[src/hw/adc_cfg_pkg.sv]
package adc_cfg_pkg;

    // width of one conversion word
    parameter int ADC_DATA_W = 18;

    // multiplexer channel index width
    parameter int ADC_CHAN_W = 3;

    // multiplexed channels read two at a time so the count stays even
    parameter int ADC_NUM = 8;

    // cycles the capture stage keeps data valid high
    // the serializer needs at least 3 of them to finish a pair
    parameter int ADC_DV_HOLD = 4;

endpackage

[src/hw/filter_pkg.sv]
package filter_pkg;

    // power of two count of samples averaged into one result
    parameter int FILT_OSR = 4;

    // per channel sample counter width
    // also the right shift that turns a sum into an average
    parameter int FILT_CNT_W = $clog2(FILT_OSR);

endpackage

[src/hw/adc_pair_capture.sv]
`timescale 1ns/1ps

module adc_pair_capture #(
    parameter int W_DATA  = adc_cfg_pkg::ADC_DATA_W,
    parameter int W_CHAN  = adc_cfg_pkg::ADC_CHAN_W,
    parameter int N_ADC   = adc_cfg_pkg::ADC_NUM,
    parameter int DV_HOLD = adc_cfg_pkg::ADC_DV_HOLD
) (
    input  logic              sync_clk_in,
    input  logic              reset_in,

    // converter side, one strobe per finished pair
    input  logic              pair_valid,
    input  logic [W_DATA-1:0] raw_a,
    input  logic [W_DATA-1:0] raw_b,

    // towards the serializer
    output logic              dv,
    output logic [W_CHAN-1:0] chan_a,
    output logic [W_CHAN-1:0] chan_b,
    output logic [W_DATA-1:0] data_a,
    output logic [W_DATA-1:0] data_b,

    // sticky, a pair came in while the last one was still held
    output logic              overrun
);

    //////////////////////////////////////////////////////////////////////
    // local parameters and state
    //////////////////////////////////////////////////////////////////////

    localparam int N_PAIR = N_ADC / 2;
    localparam int HOLD_W = $clog2(DV_HOLD);

    // pair index k, channels 2k and 2k+1
    logic [W_CHAN-2:0] pair_idx;

    // cycles of dv left after the current one
    logic [HOLD_W-1:0] hold_cnt;

    // a strobe is only taken when nothing is being held
    logic              accept;

    assign accept = pair_valid && !dv;

    //////////////////////////////////////////////////////////////////////
    // control
    //////////////////////////////////////////////////////////////////////

    always_ff @(posedge sync_clk_in) begin
        if (reset_in) begin
            dv       <= 1'b0;
            hold_cnt <= '0;
            pair_idx <= '0;
            overrun  <= 1'b0;
        end else begin
            if (accept) begin
                dv       <= 1'b1;
                hold_cnt <= HOLD_W'(DV_HOLD - 1);
                // wrap after the last pair of the scan
                if (pair_idx == (W_CHAN-1)'(N_PAIR - 1)) begin
                    pair_idx <= '0;
                end else begin
                    pair_idx <= pair_idx + 1'b1;
                end
            end else if (dv) begin
                // count the hold down, drop dv once it runs out
                if (hold_cnt == '0) begin
                    dv <= 1'b0;
                end else begin
                    hold_cnt <= hold_cnt - 1'b1;
                end
            end

            // dropped strobe, remember it until reset
            if (pair_valid && dv) begin
                overrun <= 1'b1;
            end
        end
    end

    //////////////////////////////////////////////////////////////////////
    // payload, tagged from the index before it advances
    //////////////////////////////////////////////////////////////////////

    always_ff @(posedge sync_clk_in) begin
        if (accept) begin
            data_a <= raw_a;
            data_b <= raw_b;
            chan_a <= {pair_idx, 1'b0};
            chan_b <= {pair_idx, 1'b1};
        end
    end

endmodule

[src/hw/clk_sync.sv]
`timescale 1ns/1ps

module clk_sync #(
    parameter int W_DATA = adc_cfg_pkg::ADC_DATA_W,
    parameter int W_CHAN = adc_cfg_pkg::ADC_CHAN_W,
    parameter int N_ADC  = adc_cfg_pkg::ADC_NUM
) (
    input  logic              sync_clk_in,
    input  logic              reset_in,

    // pair from the capture stage, dv is a level
    input  logic              dv_in,
    input  logic [W_CHAN-1:0] chan_a_in,
    input  logic [W_CHAN-1:0] chan_b_in,
    input  logic [W_DATA-1:0] data_a_in,
    input  logic [W_DATA-1:0] data_b_in,

    // one word at a time towards the filter
    output logic [N_ADC-1:0]  dv_out,
    output logic [W_CHAN-1:0] chan_out,
    output logic [W_DATA-1:0] data_out
);

    //////////////////////////////////////////////////////////////////////
    // states
    //////////////////////////////////////////////////////////////////////

    typedef enum logic [2:0] {
        ST_WAIT_DVH = 3'd0,  // idle until dv goes high
        ST_HOLD     = 3'd1,  // pair latched, give it a cycle
        ST_SEND_A   = 3'd2,  // first word on the outputs
        ST_SEND_B   = 3'd3,  // second word on the outputs
        ST_WAIT_DVL = 3'd4   // pair done, wait for dv to drop
    } state_t;

    state_t cur_state;
    state_t next_state;

    // latched copy of the pair
    logic [W_CHAN-1:0] chan_a;
    logic [W_CHAN-1:0] chan_b;
    logic [W_DATA-1:0] data_a;
    logic [W_DATA-1:0] data_b;

    //////////////////////////////////////////////////////////////////////
    // pair latch, only on the rising edge of dv
    //////////////////////////////////////////////////////////////////////

    always_ff @(posedge sync_clk_in) begin
        if (cur_state == ST_WAIT_DVH && dv_in) begin
            chan_a <= chan_a_in;
            chan_b <= chan_b_in;
            data_a <= data_a_in;
            data_b <= data_b_in;
        end
    end

    //////////////////////////////////////////////////////////////////////
    // state machine
    //////////////////////////////////////////////////////////////////////

    always_ff @(posedge sync_clk_in) begin
        if (reset_in) begin
            cur_state <= ST_WAIT_DVH;
        end else begin
            cur_state <= next_state;
        end
    end

    always_comb begin
        next_state = cur_state;
        case (cur_state)
            ST_WAIT_DVH: if (dv_in) next_state = ST_HOLD;
            ST_HOLD:     next_state = ST_SEND_A;
            ST_SEND_A:   next_state = ST_SEND_B;
            ST_SEND_B:   next_state = ST_WAIT_DVL;
            ST_WAIT_DVL: if (!dv_in) next_state = ST_WAIT_DVH;
            default:     next_state = ST_WAIT_DVH;
        endcase
    end

    //////////////////////////////////////////////////////////////////////
    // outputs
    //////////////////////////////////////////////////////////////////////

    // channel decoded to a one-hot strobe, zero outside the send states
    always_comb begin
        dv_out   = '0;
        chan_out = '0;
        data_out = '0;
        case (cur_state)
            ST_SEND_A: begin
                dv_out[chan_a] = 1'b1;
                chan_out       = chan_a;
                data_out       = data_a;
            end
            ST_SEND_B: begin
                dv_out[chan_b] = 1'b1;
                chan_out       = chan_b;
                data_out       = data_b;
            end
            default: ;
        endcase
    end

endmodule

[src/hw/oversample_filter.sv]
`timescale 1ns/1ps

module oversample_filter #(
    parameter int W_DATA = adc_cfg_pkg::ADC_DATA_W,
    parameter int W_CHAN = adc_cfg_pkg::ADC_CHAN_W,
    parameter int N_ADC  = adc_cfg_pkg::ADC_NUM,
    parameter int OSR    = filter_pkg::FILT_OSR
) (
    input  logic              sync_clk_in,
    input  logic              reset_in,

    // serialized samples, dv_in is one-hot per channel
    input  logic [N_ADC-1:0]  dv_in,
    input  logic [W_CHAN-1:0] chan_in,
    input  logic [W_DATA-1:0] data_in,

    // one strobe per finished average
    output logic              result_valid,
    output logic [W_CHAN-1:0] result_chan,
    output logic [W_DATA-1:0] result_data
);

    import filter_pkg::*;

    //////////////////////////////////////////////////////////////////////
    // per channel state
    //////////////////////////////////////////////////////////////////////

    // room for OSR full scale words
    localparam int ACC_W = W_DATA + FILT_CNT_W;

    // counter value of the last sample in a block
    localparam logic [FILT_CNT_W-1:0] CNT_LAST = FILT_CNT_W'(OSR - 1);

    logic [ACC_W-1:0]      acc [N_ADC];
    logic [FILT_CNT_W-1:0] cnt [N_ADC];

    // strobed channel's sum including the new word
    logic [ACC_W-1:0]      sel_acc;
    logic [ACC_W-1:0]      next_sum;
    // strobed channel completes its block this cycle
    logic                  sel_last;

    // one-hot mux, no channel arithmetic needed
    always_comb begin
        sel_acc  = '0;
        sel_last = 1'b0;
        for (int i = 0; i < N_ADC; i++) begin
            sel_acc  = sel_acc | (acc[i] & {ACC_W{dv_in[i]}});
            sel_last = sel_last | (dv_in[i] && cnt[i] == CNT_LAST);
        end
    end

    assign next_sum = sel_acc + ACC_W'(data_in);

    //////////////////////////////////////////////////////////////////////
    // accumulate and dump
    //////////////////////////////////////////////////////////////////////

    always_ff @(posedge sync_clk_in) begin
        if (reset_in) begin
            result_valid <= 1'b0;
            for (int i = 0; i < N_ADC; i++) begin
                acc[i] <= '0;
                cnt[i] <= '0;
            end
        end else begin
            result_valid <= sel_last;
            for (int i = 0; i < N_ADC; i++) begin
                if (dv_in[i]) begin
                    if (cnt[i] == CNT_LAST) begin
                        // block done, start the next one empty
                        acc[i] <= '0;
                        cnt[i] <= '0;
                    end else begin
                        acc[i] <= next_sum;
                        cnt[i] <= cnt[i] + 1'b1;
                    end
                end
            end
        end
    end

    // average is the sum with the low FILT_CNT_W bits dropped
    always_ff @(posedge sync_clk_in) begin
        if (sel_last) begin
            result_chan <= chan_in;
            result_data <= next_sum[ACC_W-1:FILT_CNT_W];
        end
    end

endmodule

[src/hw/adc_sampler_top.sv]
`timescale 1ns/1ps

module adc_sampler_top (
    input  logic                              sync_clk_in,
    input  logic                              reset_in,

    // converter pair interface
    input  logic                              pair_valid,
    input  logic [adc_cfg_pkg::ADC_DATA_W-1:0] raw_a,
    input  logic [adc_cfg_pkg::ADC_DATA_W-1:0] raw_b,

    // averaged results
    output logic                              result_valid,
    output logic [adc_cfg_pkg::ADC_CHAN_W-1:0] result_chan,
    output logic [adc_cfg_pkg::ADC_DATA_W-1:0] result_data,

    // sticky dropped-pair flag
    output logic                              overrun
);

    import adc_cfg_pkg::*;
    import filter_pkg::*;

    //////////////////////////////////////////////////////////////////////
    // interconnect
    //////////////////////////////////////////////////////////////////////

    // capture to serializer
    logic                  cap_dv;
    logic [ADC_CHAN_W-1:0] cap_chan_a;
    logic [ADC_CHAN_W-1:0] cap_chan_b;
    logic [ADC_DATA_W-1:0] cap_data_a;
    logic [ADC_DATA_W-1:0] cap_data_b;

    // serializer to filter
    logic [ADC_NUM-1:0]    ser_dv;
    logic [ADC_CHAN_W-1:0] ser_chan;
    logic [ADC_DATA_W-1:0] ser_data;

    adc_pair_capture #(
        .W_DATA  (ADC_DATA_W),
        .W_CHAN  (ADC_CHAN_W),
        .N_ADC   (ADC_NUM),
        .DV_HOLD (ADC_DV_HOLD)
    ) adc_pair_capture_inst (
        .sync_clk_in (sync_clk_in),
        .reset_in    (reset_in),
        .pair_valid  (pair_valid),
        .raw_a       (raw_a),
        .raw_b       (raw_b),
        .dv          (cap_dv),
        .chan_a      (cap_chan_a),
        .chan_b      (cap_chan_b),
        .data_a      (cap_data_a),
        .data_b      (cap_data_b),
        .overrun     (overrun)
    );

    clk_sync #(
        .W_DATA (ADC_DATA_W),
        .W_CHAN (ADC_CHAN_W),
        .N_ADC  (ADC_NUM)
    ) clk_sync_inst (
        .sync_clk_in (sync_clk_in),
        .reset_in    (reset_in),
        .dv_in       (cap_dv),
        .chan_a_in   (cap_chan_a),
        .chan_b_in   (cap_chan_b),
        .data_a_in   (cap_data_a),
        .data_b_in   (cap_data_b),
        .dv_out      (ser_dv),
        .chan_out    (ser_chan),
        .data_out    (ser_data)
    );

    oversample_filter #(
        .W_DATA (ADC_DATA_W),
        .W_CHAN (ADC_CHAN_W),
        .N_ADC  (ADC_NUM),
        .OSR    (FILT_OSR)
    ) oversample_filter_inst (
        .sync_clk_in  (sync_clk_in),
        .reset_in     (reset_in),
        .dv_in        (ser_dv),
        .chan_in      (ser_chan),
        .data_in      (ser_data),
        .result_valid (result_valid),
        .result_chan  (result_chan),
        .result_data  (result_data)
    );

endmodule

[config.mk]
export PLATFORM = sky130hd
export DESIGN_NAME = adc_sampler_top
export DESIGN_NICKNAME = d
export VERILOG_FILES = /design/src/hw/adc_cfg_pkg.sv /design/src/hw/filter_pkg.sv /design/src/hw/adc_pair_capture.sv /design/src/hw/clk_sync.sv /design/src/hw/oversample_filter.sv /design/src/hw/adc_sampler_top.sv
export SDC_FILE = /design/constraint.sdc
export NUM_CORES = 1
export LEC_CHECK = 0
export BUFFER_PORTS_ARGS = -buffer_cell sky130_fd_sc_hd__buf_2
export CORE_MARGIN = 5
export CORE_UTILIZATION = 40
export CTS_BUF_LIST = sky130_fd_sc_hd__clkbuf_2 sky130_fd_sc_hd__clkbuf_4 sky130_fd_sc_hd__clkbuf_8
export CTS_CLUSTER_SIZE = 14
export DETAILED_ROUTE_END_ITERATION = 10
export SETUP_SLACK_MARGIN = 0.02
export SKIP_CTS_REPAIR_TIMING = 1
export SYNTH_ARGS = -nofsm -noshare
export SYNTH_HDL_FRONTEND = slang
export SYNTH_SLANG_ARGS = --single-unit
[constraint.sdc]
create_clock -name sync_clk_in -period 6.7 [get_ports sync_clk_in]
set_input_delay 0.67 -clock sync_clk_in [delete_from_list [all_inputs] [get_ports sync_clk_in]]
set_output_delay 0.67 -clock sync_clk_in [all_outputs]
set_load 0.05 [all_outputs]
==> impl_metrics.csv <==
group,metric,value,unit
logic_synthesis,synth_edf_count,273,
cts,cts_root_buffer,"clkbuf_8",
critical_path,setup.worst_path.end_class,"flip-flop",
sta,fmax,212.8,MHz
logic_synthesis,synth_area_leaders,"edfxtp_1 (68%), nor2_1 (5.0%), a22oi_1 (4.4%), ha_1 (2.9%), a22o_1 (1.7%)",
logic_synthesis,yosysMostFrequentCell,"edfxtp_1",
global_routing,grt_use_met1,25.47,%
logic_synthesis,synthXorXnorAreaFrac,0.6552,%
global_routing,gr-usage-met3,3.047,%
route,vias,7589,
route,avgViaCountPerCell,5.499,
sta,fin_crit,4.698,ns
global_routing,grt_pass1_vias,7463,
logic_synthesis,ys_seq_area_share,69.81,%
critical_path,crit_chain,"and3b_1 > and2_1 > a22oi_1 > nand4_1 > ha_1 > a21o_1 > a21oi_2 > a21oi_2 > or4b_4 > a2111oi_4 > nor3_1",
global_routing,met2_usage,27.21,%
route,dr.pass1.iters,5,
logic_synthesis,synth_compound_area_share,10.50,%
global_routing,grt_usage,17.42,%
logic_synthesis,yosysWarningCount,0,
cells_and_area,final_cell_count_no_fill,1380,
logic_synthesis,ys_ff_latch,283,
logic_synthesis,synth_top_area_share,68.14,%
critical_path,path_max_fanout,22,
sta,fin_crit_sh,70.12,%
route,routed_wl,29340,um
logic_synthesis,syn_nets,951,
sta,slew-limit-headroom,16.92,%
logic_synthesis,yosys.area_share.adder,3.079,%
route,drc,0,
floorplanning,die_w,183.4,um
place,numPlacedInstances,1294,
min_path,hp-class,"in2reg",
logic_synthesis,synth_top_family_by_area,"simple AND/OR/NAND/NOR gates",
logic_synthesis,synth_area,12030,um2
sta,fin_hold_ws,0.2907,ns
global_routing,grt_max_degree,43,
logic_synthesis,synthCells,883,
cts,cts.htree.levels,2,
critical_path,crit_required,6.96,ns
logic_synthesis,asyncSetResetFlopFracSynth,0,%
global_routing,gr-total-overflow,0,
floorplanning,core.rowCount,63,
sta,max_slew.worst_pin.slew,1.246,ns
place,gp_congestion,0.8524,
global_routing,grt_pass1_wl,44900,um
critical_path,arrival,4.96,ns
power_and_ir_drop,vdd_drop_max,0.1764,mV
cells_and_area,diodes,0,
cts,cts_tree,"built",
logic_synthesis,synth.distinct_cells,65,
sta,slew_viol_final,0,
cells_and_area,multi_input_area,3356,um2
floorplanning,coreArea,29640,um2
sta,grt_setup_unrepaired,"no",
critical_path,startpoint_type,"flip-flop",
outcome,status,"complete, no violations",
place,dp_hpwl,17560,um
cells_and_area,area_delta_synth_final,13.54,%
critical_path,cpMostUsedCell,"a21oi_2",
critical_path,max_stage_delay,0.98,ns
floorplanning,num_io_pins,62,
cells_and_area,regArea,8398,um2
power_and_ir_drop,powerDensity,282.7,nW/um2
cells_and_area,drive_above_1_share,17.58,%
critical_path,critPathSlowestCell,"and2_1",
sta,tns,0,ns
cts,clock_path_buffers,3,
logic_synthesis,syn_avg_cell_area,13.62,um2
cts,clk_pin_slew,0.06,ns
place,io_buffers,61,
route,drt_iter0_markers,871,
route,avgRoutedWirePerCell,21.26,um
cts,clock_latency,0.56,ns
logic_synthesis,synth_ff_type,"edfxtp_1",
critical_path,worstSetupPathType,"reg2reg",
cells_and_area,final_nets,1021,
critical_path,path_delay_family,"simple AND/OR/NAND/NOR gates",
sta,finalSetupViolations,0,
floorplanning,dieArea,33640,um2
critical_path,crit_buf_inv,0,
cts,cts_buffers,47,
logic_synthesis,ys_top_cells_by_count,"edfxtp_1 (273), nor2_1 (160), a22oi_1 (71)",
logic_synthesis,synthMuxAreaShare,0.2600,%
cells_and_area,fillers,2736,
floorplanning,initial_core_util,40.59,%
flow_run,max-cap-violations,0,
cts,clock-sinks,283,
logic_synthesis,yosysTopAreaCell,"edfxtp_1",
sta,fin_skew,0.01397,ns
sta,hold_violations,0,
global_routing,antenna_found_initial,0,
cells_and_area,post-route-util,46.09,%
logic_synthesis,synth-simple-area-share,13.28,%
route,ant_nets,0,
global_routing,busiest_layer,"met2",
floorplanning,die_h,183.4,um
power_and_ir_drop,p_leak,5.002,nW
-- path summary, 6_finish.rpt --
path	startpoint	end	slack, ns	cells after the start
setup / recovery	clk_sync_inst.cur_state[1]	oversample_filter_inst.acc[0][158]	2.00	11
hold / removal	raw_b[13]	adc_pair_capture_inst.data_b[13]	0.29	1
setup reg to reg	clk_sync_inst.cur_state[1]	oversample_filter_inst.acc[0][158]	2.00	11
hold reg to reg	adc_pair_capture_inst.data_b[3]	clk_sync_inst.data_b[3]	0.41	0
-- cells in the final DEF (no fill, tap or decap), types with 16 or more instances in the layout --
cell	n
a22o_1	24
inv_1	23
a22oi_1	71
clkbuf_8	49
buf_2	61
edfxtp_1	273
clkinv_1	16
nand2_1	18
nand4_1	19
a21oi_1	16
ha_1	28
nor2_1	160
nor3_1	34
-- routing by layer --
layer	routed length [um]	vias to the layer above	share of wire (%)
li1	-	3509	-
met1	13120	3727	45
met2	13310	313	45
met3	2445	40	8.3
met4	468	0	1.6
met5	0	-	0
-- layout make-up --
class / instances / area share (%)
clock buffers: 58 / 5.432
clock inverters: 28 / 1.475
inverters: 23 / 0.6320
multi-input cells: 526 / 24.57
flip-flops and latches: 283 / 61.48
well taps: 390 / 3.572
repair buffers: 72 / 2.840
-- state kept, by name, summed over array words and instances (netlist names), 2 cells and up --
name,cells
adc_pair_capture_inst.chan_a,2
adc_pair_capture_inst.data_a,18
adc_pair_capture_inst.data_b,18
adc_pair_capture_inst.hold_cnt,2
adc_pair_capture_inst.pair_idx,2
clk_sync_inst.chan_b,2
clk_sync_inst.cur_state,3
clk_sync_inst.data_a,18
clk_sync_inst.data_b,18
oversample_filter_inst.acc,160
oversample_filter_inst.cnt,16
oversample_filter_inst.result_chan,3
oversample_filter_inst.result_data,18
-- through the flow --
stage,instance area [um2],total power [mW],setup WS (ns)
after CTS,13660,3.893,2.034
after detailed placement,12720,2.374,2.055
after global routing,13660,4.012,1.682
final,13660,3.861,2.002
after global placement,12720,2.370,2.074
after floorplan,12030,2.275,1.669
-- logic make-up (layout without fill, tap and decap cells) --
kind of cell,after synthesis,in the layout
compound gates,162,162
flops,283,283
simple gates,323,323
mux,3,3
xor+xnor,9,9
fa+ha+maj,29,29
buf+inv,74,181
-- worst register-to-register path, stage by stage, from the launching register on --
cell and delay, ns:
dfxtp_1 0.55, and3b_1 0.27, and2_1 0.98, a22oi_1 0.28, nand4_1 0.23, ha_1 0.34, a21o_1 0.21, a21oi_2 0.22
a21oi_2 0.11, or4b_4 0.54, a2111oi_4 0.58, nor3_1 0.10
-- report_power, final --
group | total, mW | internal [mW] | switching [mW]
combinational | 0.274 | 0.0720 | 0.202
sequential | 2.06 | 2.04 | 0.0286
clock | 1.52 | 0.846 | 0.677
total | 3.86 | 2.95 | 0.908
No activity file was read; power rests on OpenSTA's default activity.
